--- src/qit_pkg.sv ---
`default_nettype none

package qit_pkg;

	// ==============================
	// sizes
	// ==============================

	localparam int NUM_TIMERS = 4;
	localparam int TIMER_BITS = 16;
	// bus data must hold a full count and a full control byte
	localparam int DATA_BITS = 32;
	// word address, timers in the low half, globals from 32 up
	localparam int ADDR_BITS = 6;
	// stored control field, bits 0 to 4
	localparam int CTRL_BITS = 5;

	// ==============================
	// register map
	// ==============================

	// per-timer offsets, timer n sits at 4n .. 4n+3
	localparam logic [1:0] REG_COUNT = 2'd0;
	localparam logic [1:0] REG_MAX = 2'd1;
	localparam logic [1:0] REG_ONTIME = 2'd2;
	localparam logic [1:0] REG_CTRL = 2'd3;

	// global words
	localparam logic [ADDR_BITS-1:0] REG_UNDERFLOW = 6'd32;
	localparam logic [ADDR_BITS-1:0] REG_SYNC = 6'd33;
	localparam logic [ADDR_BITS-1:0] REG_IE = 6'd34;
	localparam logic [ADDR_BITS-1:0] REG_OUTSTAT = 6'd35;
	localparam logic [ADDR_BITS-1:0] REG_IGATE = 6'd36;
	localparam logic [ADDR_BITS-1:0] REG_IGATE_SET = 6'd37;
	localparam logic [ADDR_BITS-1:0] REG_IGATE_CLR = 6'd38;

	// control bits
	localparam int CTRL_LD = 0;
	localparam int CTRL_CE = 1;
	localparam int CTRL_AR = 2;
	localparam int CTRL_XC = 3;
	localparam int CTRL_GE = 4;
	// write-only, transfer at once
	localparam int CTRL_NOW = 7;

endpackage

`default_nettype wire

--- src/qit_regs.sv ---
`timescale 1ns/100ps
`default_nettype none

module qit_regs (
	input  wire clk,
	input  wire rst,
	input  wire req_i,
	input  wire we_i,
	input  wire [qit_pkg::ADDR_BITS-1:0] addr_i,
	input  wire [qit_pkg::DATA_BITS-1:0] wdata_i,
	input  wire [qit_pkg::NUM_TIMERS-1:0][qit_pkg::TIMER_BITS-1:0] count_i,
	input  wire [qit_pkg::NUM_TIMERS-1:0][qit_pkg::TIMER_BITS-1:0] max_i,
	input  wire [qit_pkg::NUM_TIMERS-1:0][qit_pkg::TIMER_BITS-1:0] ontime_i,
	input  wire [qit_pkg::NUM_TIMERS-1:0] out_i,
	input  wire [qit_pkg::NUM_TIMERS-1:0] uf_set_i,
	input  wire [qit_pkg::NUM_TIMERS-1:0][qit_pkg::CTRL_BITS-1:0] ctrl_i,
	output logic ack_o,
	output logic [qit_pkg::DATA_BITS-1:0] rdata_o,
	output logic [qit_pkg::NUM_TIMERS-1:0] wr_max_o,
	output logic [qit_pkg::NUM_TIMERS-1:0] wr_ontime_o,
	output logic [qit_pkg::NUM_TIMERS-1:0] wr_ctrl_o,
	output logic [qit_pkg::DATA_BITS-1:0] wr_data_o,
	output logic [qit_pkg::NUM_TIMERS-1:0] xfer_o,
	output logic [qit_pkg::NUM_TIMERS-1:0] igate_o,
	output logic irq_o
);

	logic [qit_pkg::NUM_TIMERS-1:0] underflow;
	logic [qit_pkg::NUM_TIMERS-1:0] irqf;
	logic [qit_pkg::NUM_TIMERS-1:0] ie;
	logic [qit_pkg::NUM_TIMERS-1:0] igate;
	// one bit per timer whose word group matches the address
	logic [qit_pkg::NUM_TIMERS-1:0] tsel;
	logic [qit_pkg::NUM_TIMERS-1:0] wdata_t;
	logic [qit_pkg::NUM_TIMERS-1:0] uf_clr;
	logic [qit_pkg::DATA_BITS-1:0] rd_word;
	logic wr;
	logic rd;

	assign wr = req_i & we_i;
	assign rd = req_i & ~we_i;
	assign wdata_t = wdata_i[qit_pkg::NUM_TIMERS-1:0];
	assign wr_data_o = wdata_i;
	assign igate_o = igate;
	assign irq_o = |irqf;
	assign uf_clr = (wr && addr_i == qit_pkg::REG_UNDERFLOW) ? wdata_t : '0;

	// ==============================
	// write decode
	// ==============================

	always_comb begin
		for (int i = 0; i < qit_pkg::NUM_TIMERS; i++) begin
			// globals start at group 8, so they never hit a timer
			tsel[i] = addr_i[qit_pkg::ADDR_BITS-1:2] == (qit_pkg::ADDR_BITS-2)'(i);
			wr_max_o[i] = wr & tsel[i] & (addr_i[1:0] == qit_pkg::REG_MAX);
			wr_ontime_o[i] = wr & tsel[i] & (addr_i[1:0] == qit_pkg::REG_ONTIME);
			wr_ctrl_o[i] = wr & tsel[i] & (addr_i[1:0] == qit_pkg::REG_CTRL);
			// transfer by sync word or by a control write with the now bit
			xfer_o[i] = (wr & (addr_i == qit_pkg::REG_SYNC) & wdata_t[i])
				| (wr & tsel[i] & (addr_i[1:0] == qit_pkg::REG_CTRL)
				& wdata_i[qit_pkg::CTRL_NOW]);
		end
	end

	always_ff @(posedge clk) begin
		if (rst) begin
			underflow <= '0;
			irqf <= '0;
			ie <= '0;
			igate <= '0;
			ack_o <= 1'b0;
		end else begin
			ack_o <= req_i;
			// set wins over a clear in the same cycle
			underflow <= (underflow & ~uf_clr) | uf_set_i;
			irqf <= (irqf & ~uf_clr) | (uf_set_i & ie);
			ie <= ie & ~uf_clr;
			if (wr) begin
				case (addr_i)
					qit_pkg::REG_IE: ie <= wdata_t;
					qit_pkg::REG_IGATE: igate <= wdata_t;
					qit_pkg::REG_IGATE_SET: igate <= igate | wdata_t;
					qit_pkg::REG_IGATE_CLR: igate <= igate & ~wdata_t;
					default: ;
				endcase
			end
		end
	end

	// ==============================
	// read-back
	// ==============================

	always_comb begin
		rd_word = '0;
		for (int i = 0; i < qit_pkg::NUM_TIMERS; i++) begin
			if (tsel[i]) begin
				case (addr_i[1:0])
					qit_pkg::REG_COUNT: rd_word[qit_pkg::TIMER_BITS-1:0] = count_i[i];
					qit_pkg::REG_MAX: rd_word[qit_pkg::TIMER_BITS-1:0] = max_i[i];
					qit_pkg::REG_ONTIME: rd_word[qit_pkg::TIMER_BITS-1:0] = ontime_i[i];
					qit_pkg::REG_CTRL: rd_word[qit_pkg::CTRL_BITS-1:0] = ctrl_i[i];
					default: ;
				endcase
			end
		end
		// sync and the gate aliases read as zero
		case (addr_i)
			qit_pkg::REG_UNDERFLOW: rd_word[qit_pkg::NUM_TIMERS-1:0] = underflow;
			qit_pkg::REG_IE: rd_word[qit_pkg::NUM_TIMERS-1:0] = ie;
			qit_pkg::REG_OUTSTAT: rd_word[qit_pkg::NUM_TIMERS-1:0] = out_i;
			qit_pkg::REG_IGATE: rd_word[qit_pkg::NUM_TIMERS-1:0] = igate;
			default: ;
		endcase
	end

	// data only with a read's ack
	always_ff @(posedge clk) begin
		rdata_o <= rd ? rd_word : '0;
	end

endmodule

`default_nettype wire

--- src/qit_shadow.sv ---
`timescale 1ns/100ps
`default_nettype none

module qit_shadow (
	input  wire clk,
	input  wire rst,
	input  wire [qit_pkg::NUM_TIMERS-1:0] wr_max_i,
	input  wire [qit_pkg::NUM_TIMERS-1:0] wr_ontime_i,
	input  wire [qit_pkg::NUM_TIMERS-1:0] wr_ctrl_i,
	input  wire [qit_pkg::DATA_BITS-1:0] wr_data_i,
	input  wire [qit_pkg::NUM_TIMERS-1:0] xfer_i,
	input  wire [qit_pkg::NUM_TIMERS-1:0] stop_i,
	output logic [qit_pkg::NUM_TIMERS-1:0][qit_pkg::TIMER_BITS-1:0] max_o,
	output logic [qit_pkg::NUM_TIMERS-1:0][qit_pkg::TIMER_BITS-1:0] ontime_o,
	output logic [qit_pkg::NUM_TIMERS-1:0] ce_o,
	output logic [qit_pkg::NUM_TIMERS-1:0] ar_o,
	output logic [qit_pkg::NUM_TIMERS-1:0] xc_o,
	output logic [qit_pkg::NUM_TIMERS-1:0] ge_o,
	output logic [qit_pkg::NUM_TIMERS-1:0] load_o
);

	logic [qit_pkg::NUM_TIMERS-1:0][qit_pkg::TIMER_BITS-1:0] hold_max;
	logic [qit_pkg::NUM_TIMERS-1:0][qit_pkg::TIMER_BITS-1:0] hold_ontime;
	logic [qit_pkg::NUM_TIMERS-1:0][qit_pkg::CTRL_BITS-1:0] hold_ctrl;
	// transfer is taken one cycle late so a now-write sees its own control
	logic [qit_pkg::NUM_TIMERS-1:0] xfer_q;

	// holding values
	always_ff @(posedge clk) begin
		for (int i = 0; i < qit_pkg::NUM_TIMERS; i++) begin
			if (wr_max_i[i])
				hold_max[i] <= wr_data_i[qit_pkg::TIMER_BITS-1:0];
			if (wr_ontime_i[i])
				hold_ontime[i] <= wr_data_i[qit_pkg::TIMER_BITS-1:0];
		end
	end

	always_ff @(posedge clk) begin
		if (rst) begin
			xfer_q <= '0;
			load_o <= '0;
			max_o <= '0;
			ontime_o <= '0;
			ce_o <= '0;
			ar_o <= '1;
			xc_o <= '0;
			ge_o <= '0;
			for (int i = 0; i < qit_pkg::NUM_TIMERS; i++)
				hold_ctrl[i] <= qit_pkg::CTRL_BITS'(1 << qit_pkg::CTRL_AR);
		end else begin
			xfer_q <= xfer_i;
			for (int i = 0; i < qit_pkg::NUM_TIMERS; i++) begin
				load_o[i] <= 1'b0;
				// one-shot terminal count, a transfer below overrides it
				if (stop_i[i])
					ce_o[i] <= 1'b0;
				if (xfer_q[i]) begin
					max_o[i] <= hold_max[i];
					ontime_o[i] <= hold_ontime[i];
					ce_o[i] <= hold_ctrl[i][qit_pkg::CTRL_CE];
					ar_o[i] <= hold_ctrl[i][qit_pkg::CTRL_AR];
					xc_o[i] <= hold_ctrl[i][qit_pkg::CTRL_XC];
					ge_o[i] <= hold_ctrl[i][qit_pkg::CTRL_GE];
					load_o[i] <= hold_ctrl[i][qit_pkg::CTRL_LD];
					// load is a one-time request
					hold_ctrl[i][qit_pkg::CTRL_LD] <= 1'b0;
				end
				if (wr_ctrl_i[i])
					hold_ctrl[i] <= wr_data_i[qit_pkg::CTRL_BITS-1:0];
			end
		end
	end

endmodule

`default_nettype wire

--- src/qit_tick.sv ---
`timescale 1ns/100ps
`default_nettype none

module qit_tick (
	input  wire clk,
	input  wire rst,
	input  wire [qit_pkg::NUM_TIMERS-1:0] ext_clk_i,
	input  wire [qit_pkg::NUM_TIMERS-1:0] ext_gate_i,
	input  wire [qit_pkg::NUM_TIMERS-1:0] igate_i,
	input  wire [qit_pkg::NUM_TIMERS-1:0] ce_i,
	input  wire [qit_pkg::NUM_TIMERS-1:0] xc_i,
	input  wire [qit_pkg::NUM_TIMERS-1:0] ge_i,
	output logic [qit_pkg::NUM_TIMERS-1:0] step_o
);

	// two-flop synchronizers plus one stage for the edge
	logic [qit_pkg::NUM_TIMERS-1:0] clk_s1;
	logic [qit_pkg::NUM_TIMERS-1:0] clk_s2;
	logic [qit_pkg::NUM_TIMERS-1:0] clk_s3;
	logic [qit_pkg::NUM_TIMERS-1:0] gate_s1;
	logic [qit_pkg::NUM_TIMERS-1:0] gate_s2;
	logic [qit_pkg::NUM_TIMERS-1:0] ext_edge;

	always_ff @(posedge clk) begin
		if (rst) begin
			clk_s1 <= '0;
			clk_s2 <= '0;
			clk_s3 <= '0;
			gate_s1 <= '0;
			gate_s2 <= '0;
		end else begin
			clk_s1 <= ext_clk_i;
			clk_s2 <= clk_s1;
			clk_s3 <= clk_s2;
			gate_s1 <= ext_gate_i;
			gate_s2 <= gate_s1;
		end
	end

	// rising edge in the system clock domain
	assign ext_edge = clk_s2 & ~clk_s3;

	// enable, then clock source, then gating
	assign step_o = ce_i & (~xc_i | ext_edge) & (~ge_i | (gate_s2 & igate_i));

endmodule

`default_nettype wire

--- src/qit_counters.sv ---
`timescale 1ns/100ps
`default_nettype none

module qit_counters (
	input  wire clk,
	input  wire rst,
	input  wire [qit_pkg::NUM_TIMERS-1:0] step_i,
	input  wire [qit_pkg::NUM_TIMERS-1:0] load_i,
	input  wire [qit_pkg::NUM_TIMERS-1:0][qit_pkg::TIMER_BITS-1:0] max_i,
	input  wire [qit_pkg::NUM_TIMERS-1:0][qit_pkg::TIMER_BITS-1:0] ontime_i,
	input  wire [qit_pkg::NUM_TIMERS-1:0] ar_i,
	output logic [qit_pkg::NUM_TIMERS-1:0][qit_pkg::TIMER_BITS-1:0] count_o,
	output logic [qit_pkg::NUM_TIMERS-1:0] out_o,
	output logic [qit_pkg::NUM_TIMERS-1:0] uf_set_o,
	output logic [qit_pkg::NUM_TIMERS-1:0] stop_o
);

	logic [qit_pkg::NUM_TIMERS-1:0] at_zero;
	logic [qit_pkg::NUM_TIMERS-1:0] at_ontime;

	// ==============================
	// terminal count
	// ==============================

	always_comb begin
		for (int i = 0; i < qit_pkg::NUM_TIMERS; i++) begin
			at_zero[i] = count_o[i] == '0;
			at_ontime[i] = count_o[i] == ontime_i[i];
		end
	end

	// a step that finds zero underflows, load takes the cycle instead
	assign uf_set_o = step_i & ~load_i & at_zero;
	// without auto-reload the shadow drops ce in the same edge
	assign stop_o = uf_set_o & ~ar_i;

	// ==============================
	// counters
	// ==============================

	always_ff @(posedge clk) begin
		if (rst) begin
			count_o <= '0;
			out_o <= '0;
		end else begin
			for (int i = 0; i < qit_pkg::NUM_TIMERS; i++) begin
				if (load_i[i]) begin
					count_o[i] <= max_i[i];
					// new period starts with the output low
					out_o[i] <= 1'b0;
				end else if (step_i[i]) begin
					if (at_zero[i]) begin
						out_o[i] <= 1'b0;
						// one-shot stays at zero
						if (ar_i[i])
							count_o[i] <= max_i[i];
					end else begin
						if (at_ontime[i])
							out_o[i] <= 1'b1;
						count_o[i] <= count_o[i] - 1'b1;
					end
				end
			end
		end
	end

endmodule

`default_nettype wire

--- src/qit_top.sv ---
`timescale 1ns/100ps
`default_nettype none

module qit_top (
	input  wire clk,
	input  wire rst,
	input  wire req_i,
	input  wire we_i,
	input  wire [qit_pkg::ADDR_BITS-1:0] addr_i,
	input  wire [qit_pkg::DATA_BITS-1:0] wdata_i,
	output logic ack_o,
	output logic [qit_pkg::DATA_BITS-1:0] rdata_o,
	input  wire [qit_pkg::NUM_TIMERS-1:0] ext_clk_i,
	input  wire [qit_pkg::NUM_TIMERS-1:0] ext_gate_i,
	output logic [qit_pkg::NUM_TIMERS-1:0] tmr_out_o,
	output logic irq_o
);

	// register interface to shadow
	logic [qit_pkg::NUM_TIMERS-1:0] wr_max;
	logic [qit_pkg::NUM_TIMERS-1:0] wr_ontime;
	logic [qit_pkg::NUM_TIMERS-1:0] wr_ctrl;
	logic [qit_pkg::DATA_BITS-1:0] wr_data;
	logic [qit_pkg::NUM_TIMERS-1:0] xfer;
	logic [qit_pkg::NUM_TIMERS-1:0] igate;
	// active settings
	logic [qit_pkg::NUM_TIMERS-1:0][qit_pkg::TIMER_BITS-1:0] max;
	logic [qit_pkg::NUM_TIMERS-1:0][qit_pkg::TIMER_BITS-1:0] ontime;
	logic [qit_pkg::NUM_TIMERS-1:0] ce;
	logic [qit_pkg::NUM_TIMERS-1:0] ar;
	logic [qit_pkg::NUM_TIMERS-1:0] xc;
	logic [qit_pkg::NUM_TIMERS-1:0] ge;
	logic [qit_pkg::NUM_TIMERS-1:0] load;
	logic [qit_pkg::NUM_TIMERS-1:0][qit_pkg::CTRL_BITS-1:0] ctrl;
	// counter side
	logic [qit_pkg::NUM_TIMERS-1:0] step;
	logic [qit_pkg::NUM_TIMERS-1:0] stop;
	logic [qit_pkg::NUM_TIMERS-1:0] uf_set;
	logic [qit_pkg::NUM_TIMERS-1:0][qit_pkg::TIMER_BITS-1:0] count;

	// control read-back, load is never stored
	for (genvar i = 0; i < qit_pkg::NUM_TIMERS; i++) begin : g_ctrl
		assign ctrl[i][qit_pkg::CTRL_LD] = 1'b0;
		assign ctrl[i][qit_pkg::CTRL_CE] = ce[i];
		assign ctrl[i][qit_pkg::CTRL_AR] = ar[i];
		assign ctrl[i][qit_pkg::CTRL_XC] = xc[i];
		assign ctrl[i][qit_pkg::CTRL_GE] = ge[i];
	end

	qit_regs u_regs (
		.clk(clk), .rst(rst), .req_i(req_i), .we_i(we_i), .addr_i(addr_i),
		.wdata_i(wdata_i), .count_i(count), .max_i(max), .ontime_i(ontime),
		.out_i(tmr_out_o), .uf_set_i(uf_set), .ctrl_i(ctrl), .ack_o(ack_o),
		.rdata_o(rdata_o), .wr_max_o(wr_max), .wr_ontime_o(wr_ontime),
		.wr_ctrl_o(wr_ctrl), .wr_data_o(wr_data), .xfer_o(xfer), .igate_o(igate),
		.irq_o(irq_o)
	);

	qit_shadow u_shadow (
		.clk(clk), .rst(rst), .wr_max_i(wr_max), .wr_ontime_i(wr_ontime),
		.wr_ctrl_i(wr_ctrl), .wr_data_i(wr_data), .xfer_i(xfer), .stop_i(stop),
		.max_o(max), .ontime_o(ontime), .ce_o(ce), .ar_o(ar), .xc_o(xc),
		.ge_o(ge), .load_o(load)
	);

	qit_tick u_tick (
		.clk(clk), .rst(rst), .ext_clk_i(ext_clk_i), .ext_gate_i(ext_gate_i),
		.igate_i(igate), .ce_i(ce), .xc_i(xc), .ge_i(ge), .step_o(step)
	);

	qit_counters u_counters (
		.clk(clk), .rst(rst), .step_i(step), .load_i(load), .max_i(max),
		.ontime_i(ontime), .ar_i(ar), .count_o(count), .out_o(tmr_out_o),
		.uf_set_o(uf_set), .stop_o(stop)
	);

endmodule

`default_nettype wire

--- config.mk ---
export PLATFORM = sky130hd
export DESIGN_NAME = qit_top
export DESIGN_NICKNAME = d
export VERILOG_FILES = /design/src/qit_pkg.sv /design/src/qit_regs.sv /design/src/qit_shadow.sv /design/src/qit_tick.sv /design/src/qit_counters.sv /design/src/qit_top.sv
export SDC_FILE = /design/constraint.sdc
export NUM_CORES = 1
export LEC_CHECK = 0
export BUFFER_PORTS_ARGS = -buffer_cell sky130_fd_sc_hd__buf_2
export CAP_MARGIN = 20
export CORE_MARGIN = 10
export CORE_UTILIZATION = 50
export DETAILED_ROUTE_END_ITERATION = 8
export HOLD_SLACK_MARGIN = 0.12
export PLACE_DENSITY = 0.67
export SYNTH_ARGS = -nofsm -noshare
export SYNTH_HDL_FRONTEND = slang
export SYNTH_SLANG_ARGS = --single-unit
--- constraint.sdc ---
create_clock -name clk -period 3.7 [get_ports clk]
set_input_delay 0.37 -clock clk [delete_from_list [all_inputs] [get_ports clk]]
set_output_delay 0.37 -clock clk [all_outputs]
set_load 0.02 [all_outputs]
==> impl_metrics.py <==
metrics = {
    "run_status": {
        "run_status": "complete, no violations",
    },
    "critical_path": {
        "crit_type": "flop to flop",
        "critPathRequiredTime_ns": 4.18,
        "setup.worst_path.end_class": "flop",
        "number_of_cells_on_the_worst_reg_to_reg_path": 7,
        "endpoint": "u_counters.count_o[0]",
        "worstReg2RegStart": "u_counters.count_o[0]",
        "reg2reg_setup_slack_ns": 1.01,
        "critPathArrivalTime_ns": 3.17,
        "worstSetupStartpointType": "flop",
        "startpoint": "u_counters.count_o[0]",
        "r2r_end": "u_counters.count_o[0]",
        "critPathMaxFanout": 20,
    },
    "min_path": {
        "worst_hold_path_type": "input port to flop",
    },
    "power_and_ir_drop": {
        "max-vdd-ir-drop_v": 0.0004076,
        "total_power_density_per_cell_area_nw_per_um2": 461.3,
        "leakagePower_uw": 0.007516,
    },
    "sta": {
        "clock-skew-final_ns": 0.02723,
        "fin_tns_setup_ns": 0,
        "finalHoldViolations": 0,
        "max-slew-margin-rel_pct": 36.99,
        "post-route-period-util_pct": 72.67,
        "final.setup.worst_slack_ns": 1.011,
        "unrepaired_setup_endpoints_after_global_routing": "no",
        "setup_viol_count_final": 0,
        "worst_slew_pin_slew_ns": 0.9452,
        "total_count_of_max_transition_violations_in_the_final_report": 0,
        "finalCriticalPeriod_ns": 2.689,
        "maxClockFrequency_mhz": 371.9,
    },
    "logic_synthesis": {
        "yosysWarnings": 0,
        "synthArstFlopShare_pct": 0,
        "count_of_flip_flops_with_a_built_in_enable_after_synthesis": 128,
        "syn_area_um2": 19060,
        "synth_xor_xnor_area_share_pct": 3.078,
        "synth_fa_ha_area_share_pct": 0.2625,
        "synthDominantCellAreaShare_pct": 30.77,
        "ys_seq_elements": 421,
        "synth_simple_gate_area_share_pct": 13.80,
        "synth.area.top_cells": "sky130_fd_sc_hd__dfxtp_1, sky130_fd_sc_hd__edfxtp_1, sky130_fd_sc_hd__mux2i_1",
        "synth_top_family_by_area": "multiplexers",
        "synth.yosys.seq_area_share_pct": 50.93,
        "syn_area_per_cell_um2": 10.34,
        "portion_of_netlist_area_occupied_by_mux_cells_pct": 14.05,
        "post_synth_inst_count": 1843,
        "synth_cell_type_count": 87,
        "dominantRegCellSynth": "sky130_fd_sc_hd__dfxtp_1",
        "synth_area_leader_cell": "sky130_fd_sc_hd__dfxtp_1",
        "synth-compound-area-share_pct": 12.81,
    },
    "cells_and_area": {
        "layout.cells.most_common": "sky130_fd_sc_hd__dfxtp_1",
        "area_growth_pct": 12.15,
        "final_nets": 1923,
        "commonest_non_fill_non_tap_cells_in_the_layout": "sky130_fd_sc_hd__dfxtp_1, sky130_fd_sc_hd__nor2_1, sky130_fd_sc_hd__mux2i_1",
        "post_route_cells_drive_above_1_share_pct": 13.27,
        "multi_input_comb_area_um2": 8456,
        "layout.filler_cells": 3248,
        "fin_util_pct": 56.76,
        "diodes": 0,
        "layout.area.seq_um2": 9714,
    },
    "routing": {
        "dr_total_vias": 14497,
        "post_detailed_route_drc_marker_count": 0,
        "drt_pass1_iterations": 5,
        "post_drt_wl_per_cell_um": 23.35,
        "detail-route-antenna-nets": 0,
        "initialDrtViolationCount": 1483,
        "drt-total-wl_mm": 56.45,
        "viasPerCell": 5.998,
    },
    "clocking": {
        "cts_max_path_buffers": 3,
        "cts-buffers-inserted": 45,
        "tritoncts": "yes",
        "worst_setup_hold_path_clk_slew_ns": 0.06,
        "clockRootBuffer": "sky130_fd_sc_hd__clkbuf_16",
        "worst_skew_late_latency_ns": 0.58,
        "clock_tree.htree_level_count": 2,
        "cts.sinks": 421,
    },
    "grt": {
        "first_global_vias": 13740,
        "grt_antenna_before_repair": 1,
        "grt_util_overall_pct": 23.58,
        "globalRouteOverflowTotal": 0,
        "grt_start_max_net_pins": 138,
        "first_pass_grt_wire_length_mm": 85.46,
    },
    "die": {
        "die_span_x_um": 215.3,
        "io-pin-count": 88,
        "dieArea_um2": 46340,
        "initial_utilization_pct": 50.61,
        "die_height_um": 215.3,
        "core_area_um2": 37670,
        "row_count": 71,
    },
    "place": {
        "dp_slack_ns": 0.8971,
        "place.gp.congestion": 0.9815,
        "placement.io_buffers": 55,
        "detailedPlacementHpwl_mm": 37.49,
    },
    "job": {
        "max_cap_violations": 0,
    },
}
[cells in the mapped netlist, types with 16 or more instances]
master                       n
sky130_fd_sc_hd__o32ai_1    30
sky130_fd_sc_hd__edfxtp_1  128
sky130_fd_sc_hd__nor3_1     33
sky130_fd_sc_hd__o211ai_1   16
sky130_fd_sc_hd__xnor2_1    35
sky130_fd_sc_hd__clkbuf_1   70
sky130_fd_sc_hd__o22ai_1    26
sky130_fd_sc_hd__nor4_1     21
sky130_fd_sc_hd__buf_2      18
sky130_fd_sc_hd__nor2b_1    36
sky130_fd_sc_hd__nand2_1    73
sky130_fd_sc_hd__inv_1      64
sky130_fd_sc_hd__o21ai_0    52
sky130_fd_sc_hd__nor2_1    240
sky130_fd_sc_hd__mux2_2     26
sky130_fd_sc_hd__nand4_1    21
sky130_fd_sc_hd__xor2_1     32
sky130_fd_sc_hd__dfxtp_1   293
sky130_fd_sc_hd__nand3_1    31
sky130_fd_sc_hd__a21oi_1   110
sky130_fd_sc_hd__buf_4      21
sky130_fd_sc_hd__a22oi_1    38
sky130_fd_sc_hd__mux2i_1   211
[sequential cells by signal (all words and copies together) (netlist names), 16 cells and up]
signal                flops
u_shadow.hold_ontime     64
u_shadow.ontime_o        64
u_regs.rdata_o           16
u_shadow.max_o           64
u_counters.count_o       64
u_shadow.hold_max        64
u_shadow.hold_ctrl       20
[per-layer routing]
layer	wire length, µm	track usage (%)	part of all wire (%)
met1	25430	33.37	45
met4	1817	8.824	3.2
met3	4264	4.101	7.6
met5	0	0	0
met2	24940	35.34	44
[per-stage QoR]
step | cells | area (µm²) | power [µW] | hold WS, ns
floorplan | 1858 | 19120 | 5056 | 0.4138
global placement | 2321 | 19630 | 5187 | 0.4199
detailed placement | 2321 | 19630 | 5191 | 0.4258
CTS | 2413 | 21300 | 9922 | 0.1576
global route | 2417 | 21380 | 10120 | 0.1676
finish | 2417 | 21380 | 9862 | 0.1839
[cell families (layout without fill, tap and decap cells)]
logic type / Yosys count / in the layout
fa+ha+maj: 4 / 4
compound gates: 363 / 363
flops: 421 / 421
buf+inv: 203 / 251
xor+xnor: 67 / 67
mux: 249 / 249
simple gates: 535 / 535
other cells: 1 / 16
[cell type report]
cell class                 instances  area share (%)
timing repair buffer             102           3.412
tap                              511           2.991
inverter                          65           1.141
sequential                       421           45.44
clock buffer                      64           6.566
clock inverter                    20          0.9013
multi-input combinational       1234           39.55
[worst min-delay path by stage]
| stage | startpoint | to | depth (start not counted) |
|---|---|---|---|
| floorplan | u_tick.clk_s1[0] | u_tick.clk_s2[0] | 1 |
| global placement | u_tick.clk_s1[3] | u_tick.clk_s2[3] | 1 |
| detailed placement | u_tick.gate_s1[1] | u_tick.gate_s2[1] | 1 |
| CTS | req_i | u_regs.ack_o | 2 |
| global route | req_i | u_regs.ack_o | 2 |
| finish | req_i | u_regs.ack_o | 2 |
[timing repair]
item | CTS | global route
buffers inserted | 0 | 0
hold endpoints to repair | 8 | 0
resized for setup | 0 | 0
hold buffers | 8 | 0
[worst max-delay path, cell delays in order, from the launching register on]
cell,delay [ns]
sky130_fd_sc_hd__dfxtp_1,0.37
sky130_fd_sc_hd__inv_1,0.12
sky130_fd_sc_hd__ha_1,0.20
sky130_fd_sc_hd__nor3b_1,0.45
sky130_fd_sc_hd__nand2_1,0.29
sky130_fd_sc_hd__o21a_1,0.59
sky130_fd_sc_hd__a211o_1,0.42
sky130_fd_sc_hd__a31oi_1,0.17
[where the power goes]
group / total (µW) / internal [µW] / switching, µW
clock network: 4760 / 2860 / 1900
logic: 325 / 75.8 / 249
registers: 4780 / 4770 / 9.31
Note: power is estimated with default switching activity, not from simulation.
